===== src/ball_link_pkg.sv =====
`default_nettype none

package ball_link_pkg;

    // address byte plus y high, y low and vy
    parameter int FRAME_BYTES = 4;

    // payload carried with the send request
    typedef struct packed {
        logic [9:0] y;   // ball row
        logic [7:0] vy;  // signed velocity
    } ball_state_t;

    // operation asked of the byte engine
    typedef enum logic [1:0] {
        CMD_START = 2'd0,
        CMD_WRITE = 2'd1,
        CMD_STOP  = 2'd2
    } i2c_cmd_e;

    typedef struct packed {
        i2c_cmd_e   op;
        logic [7:0] data;  // ignored for start/stop
    } i2c_cmd_t;

    // valid while send_ack is high
    typedef struct packed {
        logic       nack;
        logic [2:0] bytes_sent;  // acked bytes, address included
    } link_status_t;

endpackage

`default_nettype wire


===== src/ball_frame_sequencer.sv =====
`timescale 1ns/1ps
`default_nettype none

module ball_frame_sequencer #(
    parameter logic [6:0] SLAVE_ADDR = 7'h55
) (
    input  logic                         clk,
    input  logic                         reset,
    input  logic                         send_req,
    input  ball_link_pkg::ball_state_t   ball,
    input  logic                         ready,
    input  logic                         byte_done,
    input  logic                         ack_ok,
    output logic                         send_ack,
    output ball_link_pkg::link_status_t  status,
    output ball_link_pkg::i2c_cmd_t      cmd,
    output logic                         cmd_en
);
    import ball_link_pkg::*;

    typedef enum logic [3:0] {
        S_IDLE,
        S_LATCH,
        S_ISSUE_START,
        S_WAIT_READY,
        S_ISSUE_BYTE,
        S_WAIT_BYTE,
        S_ISSUE_STOP,
        S_WAIT_STOP,
        S_ACK_HOLD
    } state_t;

    state_t      state;
    ball_state_t ball_q;
    logic [1:0]  byte_idx;
    logic [2:0]  sent_cnt;
    logic        nack_q;
    logic [7:0]  next_byte;

    assign status = '{nack: nack_q, bytes_sent: sent_cnt};

    always_comb begin
        case (byte_idx)
            2'd0:    next_byte = {SLAVE_ADDR, 1'b0};  // write
            2'd1:    next_byte = {ball_q.y[9:8], 6'b0};
            2'd2:    next_byte = ball_q.y[7:0];
            default: next_byte = ball_q.vy;
        endcase
    end

    // payload regs
    always_ff @(posedge clk) begin
        if (state == S_LATCH)
            ball_q <= ball;
        if (ready) begin
            case (state)
                S_ISSUE_START: cmd <= '{op: CMD_START, data: 8'h00};
                S_ISSUE_BYTE:  cmd <= '{op: CMD_WRITE, data: next_byte};
                S_ISSUE_STOP:  cmd <= '{op: CMD_STOP, data: 8'h00};
                default: ;
            endcase
        end
    end

    always_ff @(posedge clk or posedge reset) begin
        if (reset) begin
            state    <= S_IDLE;
            cmd_en   <= 1'b0;
            send_ack <= 1'b0;
            byte_idx <= '0;
            sent_cnt <= '0;
            nack_q   <= 1'b0;
        end else begin
            cmd_en <= 1'b0;  // single-clock strobe
            case (state)
                S_IDLE: if (send_req) state <= S_LATCH;
                S_LATCH: begin
                    byte_idx <= '0;
                    sent_cnt <= '0;
                    nack_q   <= 1'b0;
                    state    <= S_ISSUE_START;
                end
                S_ISSUE_START: if (ready) begin
                    cmd_en <= 1'b1;
                    state  <= S_WAIT_READY;
                end
                // ready only drops the clock after cmd_en
                S_WAIT_READY: if (!cmd_en && ready) state <= S_ISSUE_BYTE;
                S_ISSUE_BYTE: if (ready) begin
                    cmd_en <= 1'b1;
                    state  <= S_WAIT_BYTE;
                end
                S_WAIT_BYTE: if (byte_done) begin
                    if (!ack_ok) begin
                        nack_q <= 1'b1;  // abort rest of frame
                        state  <= S_ISSUE_STOP;
                    end else begin
                        sent_cnt <= sent_cnt + 3'd1;
                        if (byte_idx == 2'(FRAME_BYTES - 1)) begin
                            state <= S_ISSUE_STOP;
                        end else begin
                            byte_idx <= byte_idx + 2'd1;
                            state    <= S_ISSUE_BYTE;
                        end
                    end
                end
                S_ISSUE_STOP: if (ready) begin
                    cmd_en <= 1'b1;
                    state  <= S_WAIT_STOP;
                end
                S_WAIT_STOP: if (!cmd_en && ready) begin
                    send_ack <= 1'b1;
                    state    <= S_ACK_HOLD;
                end
                S_ACK_HOLD: if (!send_req) begin
                    send_ack <= 1'b0;
                    state    <= S_IDLE;
                end
                default: state <= S_IDLE;
            endcase
        end
    end

    // engine must be free whenever a command is strobed
    a_cmd_en_ready: assert property (@(posedge clk) disable iff (reset)
        cmd_en |-> ready);

endmodule

`default_nettype wire


===== src/i2c_byte_master.sv =====
`timescale 1ns/1ps
`default_nettype none

module i2c_byte_master #(
    parameter int CLK_DIV = 4
) (
    input  logic                     clk,
    input  logic                     reset,
    input  ball_link_pkg::i2c_cmd_t  cmd,
    input  logic                     cmd_en,
    input  logic                     sda_in,
    output logic                     ready,
    output logic                     byte_done,
    output logic                     ack_ok,
    output logic                     scl,
    output logic                     sda_oe
);
    import ball_link_pkg::*;

    localparam int DIV_W = (CLK_DIV > 1) ? $clog2(CLK_DIV) : 1;

    logic [DIV_W-1:0] div_cnt;  // clocks within a quarter
    logic [1:0]       phase;    // quarter of the scl period
    logic [3:0]       bit_cnt;  // 0..7 data, 8 ack
    logic [6:0]       shift;    // bits still to send after the msb
    i2c_cmd_e         op_q;
    logic             tick;
    logic             last_bit;

    assign tick     = (div_cnt == DIV_W'(CLK_DIV - 1));
    assign last_bit = (op_q != CMD_WRITE) || (bit_cnt == 4'd8);

    // outputs change on quarter boundaries only
    always_ff @(posedge clk or posedge reset) begin
        if (reset) begin
            ready     <= 1'b1;
            byte_done <= 1'b0;
            ack_ok    <= 1'b0;
            scl       <= 1'b1;
            sda_oe    <= 1'b0;
            div_cnt   <= '0;
            phase     <= '0;
            bit_cnt   <= '0;
            op_q      <= CMD_START;
        end else begin
            byte_done <= 1'b0;
            if (ready) begin
                if (cmd_en) begin
                    ready   <= 1'b0;
                    op_q    <= cmd.op;
                    div_cnt <= '0;
                    phase   <= '0;
                    bit_cnt <= '0;
                    // first quarter of the operation
                    case (cmd.op)
                        CMD_START: begin
                            scl    <= 1'b1;
                            sda_oe <= 1'b0;
                        end
                        CMD_WRITE: begin
                            scl    <= 1'b0;
                            sda_oe <= ~cmd.data[7];  // msb first
                        end
                        default: begin
                            scl    <= 1'b0;
                            sda_oe <= 1'b1;  // hold sda low before stop
                        end
                    endcase
                end
            end else if (tick) begin
                div_cnt <= '0;
                phase   <= phase + 2'd1;
                if (phase == 2'd3) begin
                    if (last_bit) begin
                        ready     <= 1'b1;
                        byte_done <= (op_q == CMD_WRITE);
                    end else begin
                        // next bit while scl stays low
                        bit_cnt <= bit_cnt + 4'd1;
                        sda_oe  <= (bit_cnt == 4'd7) ? 1'b0 : ~shift[6];
                    end
                end else begin
                    case (op_q)
                        CMD_START: begin
                            scl    <= (phase != 2'd2);
                            sda_oe <= 1'b1;  // falls while scl high
                        end
                        CMD_WRITE: begin
                            scl <= (phase != 2'd2);
                            if (bit_cnt == 4'd8 && phase == 2'd1)
                                ack_ok <= ~sda_in;  // mid-high sample
                        end
                        default: begin
                            scl    <= 1'b1;
                            sda_oe <= (phase == 2'd0);  // rises in quarter 2
                        end
                    endcase
                end
            end else begin
                div_cnt <= div_cnt + DIV_W'(1);
            end
        end
    end

    always_ff @(posedge clk) begin
        if (ready && cmd_en)
            shift <= cmd.data[6:0];
        else if (!ready && tick && phase == 2'd3 && !last_bit)
            shift <= {shift[5:0], 1'b0};
    end

    // data bits may only move while scl is low
    a_sda_stable: assert property (@(posedge clk) disable iff (reset)
        (scl && $past(scl) && (sda_oe != $past(sda_oe))) |-> (op_q != CMD_WRITE));

endmodule

`default_nettype wire


===== src/ball_link_top.sv =====
`timescale 1ns/1ps
`default_nettype none

module ball_link_top #(
    parameter logic [6:0] SLAVE_ADDR = 7'h55,
    parameter int         CLK_DIV    = 4
) (
    input  logic                         clk,
    input  logic                         reset,
    input  logic                         send_req,
    input  ball_link_pkg::ball_state_t   ball,
    input  logic                         sda_in,
    output logic                         send_ack,
    output ball_link_pkg::link_status_t  status,
    output logic                         scl,
    output logic                         sda_oe
);
    import ball_link_pkg::*;

    i2c_cmd_t cmd;
    logic     cmd_en;
    logic     ready;
    logic     byte_done;
    logic     ack_ok;

    ball_frame_sequencer #(
        .SLAVE_ADDR (SLAVE_ADDR)
    ) u_seq (
        .clk       (clk),
        .reset     (reset),
        .send_req  (send_req),
        .ball      (ball),
        .ready     (ready),
        .byte_done (byte_done),
        .ack_ok    (ack_ok),
        .send_ack  (send_ack),
        .status    (status),
        .cmd       (cmd),
        .cmd_en    (cmd_en)
    );

    i2c_byte_master #(
        .CLK_DIV (CLK_DIV)
    ) u_i2c (
        .clk       (clk),
        .reset     (reset),
        .cmd       (cmd),
        .cmd_en    (cmd_en),
        .sda_in    (sda_in),
        .ready     (ready),
        .byte_done (byte_done),
        .ack_ok    (ack_ok),
        .scl       (scl),
        .sda_oe    (sda_oe)
    );

endmodule

`default_nettype wire


===== config.mk =====
export PLATFORM = sky130hd
export DESIGN_NAME = ball_link_top
export DESIGN_NICKNAME = d
export VERILOG_FILES = /design/src/ball_link_pkg.sv /design/src/ball_frame_sequencer.sv /design/src/i2c_byte_master.sv /design/src/ball_link_top.sv
export SDC_FILE = /design/constraint.sdc
export NUM_CORES = 1
export LEC_CHECK = 0
export BUFFER_PORTS_ARGS = -buffer_cell sky130_fd_sc_hd__buf_2
export CAP_MARGIN = 5
export CORE_AREA = 2 2 83 85
export DETAILED_ROUTE_END_ITERATION = 7
export DIE_AREA = 0 0 85 87
export HOLD_SLACK_MARGIN = 0.08
export PLACE_DENSITY = 0.68
export SYNTH_ARGS = -nofsm -noshare
export SYNTH_HDL_FRONTEND = slang
export SYNTH_HIERARCHICAL = 1
export SYNTH_SLANG_ARGS = --single-unit

===== constraint.sdc =====
create_clock -name clk -period 4.53 [get_ports clk]
set_input_delay 0.453 -clock clk [delete_from_list [all_inputs] [get_ports clk]]
set_output_delay 0.453 -clock clk [all_outputs]
set_load 0.05 [all_outputs]

# ---- Yosys cells after proc, flatten, opt, wreduce, memory -nomap -nowiden
# Cells that the tools add are included.
# Widths: inputs -> output; s select.
dict set report totals {
  ff_bits 62
  latchBits 0
  ram_bits 0
  mem_bits_ro 0
  output_inout_bits 7
  wordCells 164
  n_memories 0
}
dict set report classes {
  addsub 5
  mul 0
  n_div 0
  order_cmp 0
  n_eq_ne 36
  shifts 0
  muxes 63
  n_bitwise 5
  n_reduce_logical 35
}
# op count
set op_table {}
lappend op_table {{$mux 4} 14}
lappend op_table {{$pmux 4 s9} 1}
lappend op_table {{$pmux 10 s3} 1}
lappend op_table {{$mux 1} 27}
lappend op_table {{$pmux 8 s3} 1}
lappend op_table {{$eq 4x3->1 const B} 5}
lappend op_table {{$ne 2x1->1 const B} 10}
lappend op_table {{$mux 2} 9}
lappend op_table {{$mux 7} 2}
lappend op_table {{$ne 2x2->1 const B} 6}
lappend op_table {{$reduce_and 3->1} 4}
lappend op_table {{$reduce_and 4->1} 3}
lappend op_table {{$reduce_bool 2->1} 5}
lappend op_table {{$eq 2x1->1 const B} 4}
lappend op_table {{$eq 2x2->1 const B} 4}
lappend op_table {{$eq 4x2->1 const B} 2}
lappend op_table {{$eq 4x4->1 const B} 2}
lappend op_table {{$logic_not 2->1} 4}
lappend op_table {{$pmux 1 s2} 4}
lappend op_table {{$reduce_and 8->1} 1}
lappend op_table {{$add 2x1->2 const B} 3}
lappend op_table {{$logic_and 1x1->1} 6}
lappend op_table {{$mux 3} 2}
lappend op_table {{$pmux 3 s2} 1}
lappend op_table {{15 further kinds} 23}

# ---- Depth between registers and ports, before layout
# Gate-level depths: netlist (run 1).
dict set report depth {
  ltp_word 6
  ltp_mapped 7
  depth_no_buf 7
}

# ---- Cells and area by module
# The synthesis (run 1) kept the hierarchy.
# module instances cells_each area_per_inst_um2 seq_area_each_um2
set by_module_without_submodules {}
lappend by_module_without_submodules {ball_frame_sequencer 1 130 1709.1 1141.1}
lappend by_module_without_submodules {i2c_byte_master 1 96 1143.6 588.1}

# ---- Least setup slack after synthesis (run 1)
# OpenSTA, ideal clock, no wires.
dict set report synth_path {
  kind {reg-to-reg}
  start {register u_seq.state[1]}
  end {register, netlist name u_seq/cmd[0]}
  arrival_time_ns 1.833
  required_time_ns 4.120
  slack_ns 2.287
  stages_incl_launch_ff 4
  cell_sequence {dfrtp_1 clkbuf_1 nor2_1 nor4b_1}
}
dict set report synth_via {
  elab_chain_len 3
  word_cells_on_any_way 5
}
# element line_no
set synth_rtl {}
lappend synth_rtl {{start: declaration} ball_frame_sequencer.sv:33} ;# state_t state;
lappend synth_rtl {{start signal: assignment} ball_frame_sequencer.sv:67} ;# state <= S_IDLE;
lappend synth_rtl {{start signal: assignment} ball_frame_sequencer.sv:76} ;# S_IDLE: if (send_req) state <= S_LATCH;
lappend synth_rtl {{start signal: assignment} ball_frame_sequencer.sv:81} ;# state <= S_ISSUE_START;
lappend synth_rtl {{$eq 4x2->1 / $eq 4x3->1 (equally long branches)} ball_frame_sequencer.sv:56} ;# case (state)
lappend synth_rtl {{$reduce_bool 3->1 (no source line) *} n/a}
lappend synth_rtl {{$reduce_and 2->1 (no source line) *} n/a}
# Mark *: on every way between the ends. The rest lies on a longest branch, timed or not.
# A chain may end at the register's enable or synchronous reset.

# ---- Worst setup path in the final report (run 1)
dict set report layout_path {
  start {register u_i2c.ready}
  end {register, netlist name u_seq/cmd[5]}
}
dict set report layout_via {
  elab_chain_len 1
}
# element line_no
set layout_rtl {}
lappend layout_rtl {{start: declaration} i2c_byte_master.sv:12} ;# output logic ready,
lappend layout_rtl {{start signal: assignment} i2c_byte_master.sv:36} ;# ready <= 1'b1;
lappend layout_rtl {{start signal: assignment} i2c_byte_master.sv:49} ;# ready <= 1'b0;
lappend layout_rtl {{start signal: assignment} i2c_byte_master.sv:75} ;# ready <= 1'b1;
lappend layout_rtl {{$reduce_and 2->1 (no source line)} n/a}
# Every way passes these cells.

==> results of run 1 <==
==> logic make-up (layout without fill, tap and decap cells) <==
| logic type | after synthesis | after routing | synth area share [%] |
|---|---|---|---|
| fa+ha+maj | 13 | 13 | 5.70 |
| mux | 13 | 13 | 5.00 |
| buf+inv | 26 | 64 | 3.95 |
| simple gates | 71 | 71 | 15.2 |
| compound gates | 39 | 39 | 8.90 |
| flops | 62 | 62 | 60.6 |
| xor+xnor | 2 | 2 | 0.614 |
==> path summary, 6_finish.rpt <==
| kind | startpoint | to | slack (ns) | depth (start not counted) |
|---|---|---|---|---|
| setup reg to reg | u_i2c/ready | u_seq/cmd[5] | 2.51 | 1 |
| hold reg to reg | u_seq/nack_q | u_seq/nack_q | 0.49 | 1 |
| max in group asynchronous | reset | u_i2c/phase[0] | 3.99 | 2 |
| setup / recovery | u_i2c/ready | u_seq/cmd[5] | 2.51 | 1 |
| min in group clk | ball[2] | u_seq/ball_q[2] | 0.28 | 1 |
| hold / removal | reset | u_seq/state[0] | 0.12 | 2 |
==> flip-flops by register name, summed over array words and instances (netlist names), 2 cells and up <==
name,count
u_i2c/phase,2
u_i2c/shift,7
u_i2c/div_cnt,2
u_i2c/bit_cnt,4
u_seq/byte_idx,2
u_i2c/op_q,2
u_seq/state,4
u_seq/ball_q,18
u_seq/sent_cnt,3
u_seq/cmd,10
==> through the flow <==
step / hold WS, ns / total power, mW / utilization (%) / setup slack, ns / cells
CTS: 0.121 / 1.71 / 49.4 / 2.48 / 344
detailed placement: 0.484 / 1.26 / 46.7 / 2.49 / 328
global route: 0.154 / 1.79 / 49.4 / 2.40 / 344
floorplan: 0.318 / 1.16 / - / 2.29 / 226
global placement: 0.472 / 1.25 / 46.7 / 2.54 / 328
finish: 0.121 / 1.69 / 49.4 / 2.51 / 344
==> cells in the mapped netlist (5+ instances only) <==
library cell / instances / area, µm²
mux2_2: 10 / 113
inv_1: 19 / 71.3
nor2b_1: 9 / 56.3
nand2_1: 12 / 45.0
dfrtp_1: 25 / 626
ha_1: 13 / 163
nor3_1: 6 / 30.0
nand2b_1: 6 / 37.5
edfxtp_1: 35 / 1050
nor3b_1: 5 / 37.5
nor2_1: 7 / 26.3
a21oi_1: 10 / 50.1
nand3_1: 6 / 30.0
o21ai_0: 10 / 50.1
==> power breakdown <==
part	switching [mW]	leakage, nW	internal, mW
combinational	0.237	0.583	0.160
sequential	0.107	0.662	0.741
clock	0.235	0.0906	0.205
==> cells in the final DEF (no fill, tap or decap), drive strengths merged, types with 3 or more instances in the layout <==
master / count
inv: 22
buf: 29
a21oi: 10
or4: 3
o21ai: 10
nor3: 6
nor2: 7
o22ai: 4
clkinv: 3
edfxtp: 35
nand3: 6
nor3b: 5
mux2: 10
dfrtp: 25
nand3b: 5
ha: 13
nand2b: 6
nor2b: 9
clkbuf: 9
mux2i: 3
nand2: 12
==> layer usage <==
layer	vias up	wire length, µm	global-route usage [%]
li1	887	-	-
met1	847	2300	17.9
met2	30	2140	21.7
met3	7	167	4.27
met4	0	69	6.49
met5	-	0	0
==> cell type report <==
cell class | count | area [µm²]
clock inverter | 7 | 56.3
sequential | 62 | 1730
clock buffer | 9 | 124
fill | 573 | 3320
multi-input combinational | 138 | 1020
inverter | 19 | 71.3
timing repair buffer | 29 | 148
tap | 80 | 100
==> results.yml, run 1 <==
clock_network:
  htree_num_levels: 3
  resize_count_post_cts: 0
  tritoncts.num_buffers: 9
  path_clk_slew_ns: 0.07
  clock_sinks: 62
  ctsHoldBuffers: 0
  clkLatencyLatePin_ns: 0.34
  clockRootBuffer: "clkbuf_8"
  postCtsSetupBuffers: 0
  cts.path.max_buffers: 2
  cts_tree: "yes"
synth:
  yosysWarnings: 6
  syn_area_per_cell_um2: 12.6
  post_syn_nets: 261
  synth_cells: 226
  yosysSeqAreaShare_pct: 60.6
  asyncSetResetFlopFracSynth_pct: 43.5
  mappedNetlistArea_um2: 2850
  post_synth_num_cell_types: 48
  synth_enable_flop_cells: 35
  ys_dominant_reg_cell: "edfxtp_1"
  synth-seq-cells: 62
final_layout:
  final_nets: 294
  area.growth.synth_to_final_pct: 13.8
  num_antenna_cells: 0
  stdcell_area_um2: 3250
  drive_above_1_share_pct: 25.8
critical_path:
  critical_path.max_fanout: 20
  kind_of_cell_with_the_highest_combined_delay_on_the_critical_path: "simple AND/OR/NAND/NOR gates"
  cp-end-kind: "flip-flop"
  worst_ep_arrival_time_ns: 1.98
  critical_path.slowest_cell: "nor4b_2"
  cp_data_required_time_ns: 4.49
  critPathKind: "flip-flop to flip-flop"
  path_buf_inv: 0
  start_kind: "flip-flop"
  critical_path.cell_chain: "nor4b_2"
  timing.critical_path.slowest_cell_delay_ns: 0.90
floorplanning:
  initial_cell_density_of_the_core_pct: 43.4
  horizontal_die_dimension_um: 85
  die_h_um: 87
  rows: 30
  die_area_um2: 7400
  coreArea_um2: 6570
  io_pins: 29
routing:
  drt_pass1_iterations: 4
  number_of_drc_markers_after_the_initial_detailed_route_iteration: 86
  drt.antenna.violating_nets: 0
  route.detailed.vias_per_inst: 5.15
  drc: 0
  drt-total-wl_um: 4680
  wire_per_inst_um: 13.6
  detailroute.via_count: 1771
sta:
  fin_worst_skew_ns: 0.00888
  fmax_mhz: 496
  max_slew_margin_pct: 30.8
  post-route-period-util_pct: 44.5
  worst_slew_pin_slew_ns: 1.03
  final_max_slew_viol_count: 0
  final-setup-viol-count: 0
  grt_setup_unrepaired: "no"
  final.setup.tns_ns: 0
  final.min_clock_period_ns: 2.02
  final_hold_violating_endpoints: 0
global_route:
  grt_pass1_vias: 1740
  grt_pass1_wl_um: 7940
  number_of_antenna_violations_at_the_first_check_in_global_routing: 0
  globalRouteTotalUtil_pct: 13.9
  pin_count_of_the_biggest_net_entering_global_routing: 21
  grt_overflow_total: 0
pwr:
  total_leakage_power_nw: 1.33
  irDropWorstVdd_mv: 0.265
  power_density_nw_per_um2: 519
run:
  timing.max_cap.violations: 0
placed_design:
  io_buffer_count: 28
  dp.final_hpwl_um: 3300
  placedInstanceArea_um2: 3070
  finalWeightedCongestion: 0.800
worst_hold_path:
  worst_hold_class: "primary input to asynchronous set/reset pin"
outcome:
  outcome: "completed"
Note: power is estimated with default switching activity, not from simulation.
==> inputs of run 2 (changes only) <==
==> constraint.sdc (replaced) <==
create_clock -name clk -period 1.9 [get_ports clk]
set_input_delay 0.19 -clock clk [delete_from_list [all_inputs] [get_ports clk]]
set_output_delay 0.19 -clock clk [all_outputs]
set_load 0.05 [all_outputs]
==> run 2 against run 1 <==
Via count grew 8.4%. First-iteration DRC count down 23%. Utilization is 6.5 points higher.
==> results.yml, run 2 (synthesized netlist as in run 1, its figures left out) <==
clock_network:
  cts.path.max_buffers: 2
  clockRootBuffer: "clkbuf_8"
  cts_tree: "yes"
  htree_num_levels: 3
  clock_sinks: 62
  path_clk_slew_ns: 0.07
  clkLatencyLatePin_ns: 0.33
  tritoncts.num_buffers: 9
final_layout:
  area.growth.synth_to_final_pct: 28.6
  drive_above_1_share_pct: 28.9
  regMostFlops: "u_seq/ball_q"
  largest_register_ffs: 18
  final_nets: 331
  final_core_utilization_pct: 55.9
  layout_common_cells: "edfxtp_1, buf_2, dfrtp_1, dlygate4sd3_1, inv_1"
  largestRegisters: "u_seq/ball_q x18, u_seq/cmd x10, u_i2c/shift x7"
  num_antenna_cells: 0
  layout.cells.most_common: "edfxtp_1"
  stdcell_area_um2: 3670
  finalNonFillerCells: 381
floorplanning:
  initial_cell_density_of_the_core_pct: 43.4
  die_h_um: 87
  die_area_um2: 7400
  coreArea_um2: 6570
  horizontal_die_dimension_um: 85
  io_pins: 29
  rows: 30
run:
  timing.max_cap.violations: 0
critical_path:
  timing.rr.end: "u_i2c/shift[4]"
  critical_path_destination: "u_i2c/shift[4]"
  length_in_cells_of_the_worst_reg_to_reg_path: 6
  startpoint_of_the_worst_register_to_register_path: "u_i2c/div_cnt[0]"
  critical_path.max_fanout: 9
  timing.critical_path.slowest_cell_delay_ns: 0.43
  critPathKind: "flip-flop to flip-flop"
  worst_ep_arrival_time_ns: 1.83
  cp-end-kind: "flip-flop"
  critical_path.slowest_cell: "or3b_4"
  cp_data_required_time_ns: 1.94
  rrSetupSlack_ns: 0.11
  start_kind: "flip-flop"
  cp-startpoint: "u_i2c/div_cnt[0]"
  critical_path.cell_chain: "ha_1 > nand3b_4 > or3b_4 > and2_4 > inv_1 > buf_12"
routing:
  detailroute.via_count: 1920
  drc: 0
  drt.antenna.violating_nets: 0
  number_of_drc_markers_after_the_initial_detailed_route_iteration: 66
  wire_per_inst_um: 13.6
  route.detailed.vias_per_inst: 5.04
  drt-total-wl_um: 5170
  drt_pass1_iterations: 4
pwr:
  power_density_nw_per_um2: 1260
  irDropWorstVdd_mv: 0.640
  total_leakage_power_nw: 1.53
global_route:
  grt_pass1_wl_um: 8940
  grt_pass1_vias: 1992
  globalRouteTotalUtil_pct: 15.5
  number_of_antenna_violations_at_the_first_check_in_global_routing: 0
  grt_overflow_total: 0
  pin_count_of_the_biggest_net_entering_global_routing: 19
outcome:
  outcome: "completed"
placed_design:
  io_buffer_count: 28
  dpl.cell_count: 343
  dp.final_hpwl_um: 3400
  placedInstanceArea_um2: 3210
  finalWeightedCongestion: 0.847
sta:
  final.setup.tns_ns: 0
  grt_setup_unrepaired: "no"
  final.min_clock_period_ns: 1.79
  final-setup-viol-count: 0
  whs_ns: 0.143
  post-route-period-util_pct: 94.1
  max_slew_margin_pct: 62.2
  final_hold_violating_endpoints: 0
  fin_worst_skew_ns: 0.00685
  fmax_mhz: 559
  final_max_slew_viol_count: 0
  worst_slew_pin_slew_ns: 0.567
worst_hold_path:
  holdCritStartpoint: "send_req"
  worst_hold_class: "primary input to flip-flop"
[run 2: cell type report]
cell class	count	area, µm²
Multi-Input combinational cell	138	1020
Tap cell	80	100
Inverter	19	71.3
Fill cell	515	2900
Clock inverter	7	123
Timing Repair Buffer	66	500
Sequential cell	62	1730
Clock buffer	9	124
[run 2: worst max-delay path, delay by kind of cell (launching register included)]
family	cells	cell delay [ns]
DFF	1	0.36
buffers and inverters	2	0.22
adders and majority gates	1	0.22
and+or+nand+nor	3	0.70
[run 2: worst min path at each step]
stage / cells past startpoint / slack [ns] / end
3_3_place_gp: 2 / 0.24 / u_seq/sent_cnt[1]
6_report: 3 / 0.14 / u_seq/send_ack
4_1_cts: 3 / 0.13 / u_seq/send_ack
2_1_floorplan: 1 / 0.05 / u_seq/byte_idx[0]
5_1_grt: 3 / 0.14 / u_seq/state[3]
3_5_place_dp: 2 / 0.24 / u_seq/sent_cnt[1]
[run 2: timing repair]
| action | in CTS | in global routing |
|---|---|---|
| resized for setup | 0 | 1 |
| setup buffers | 0 | 2 |
| hold buffers | 20 | 0 |
| setup endpoints to repair | 0 | 1 |
| hold endpoints to repair | 44 | 0 |
[run 2: through the flow]
| stage | setup WS, ns | power [mW] |
|---|---|---|
| final | 0.112 | 4.63 |
| after CTS | 0.0599 | 4.64 |
| after detailed placement | 0.0804 | 3.19 |
| after global placement | 0.107 | 3.17 |
| after global routing | 0.0347 | 4.89 |
| after floorplan | 0.0694 | 2.78 |
[run 2: layer usage]
metal	GRT usage (%)	wire [µm]
met1	18.8	2320
met2	26.1	2630
met3	4.45	180
met4	6.49	40
met5	0	0
[run 2: power breakdown]
group	internal, mW	leakage (nW)	switching [mW]
clock network	0.875	0.116	0.532
logic	0.576	0.755	0.700
registers	1.77	0.662	0.177
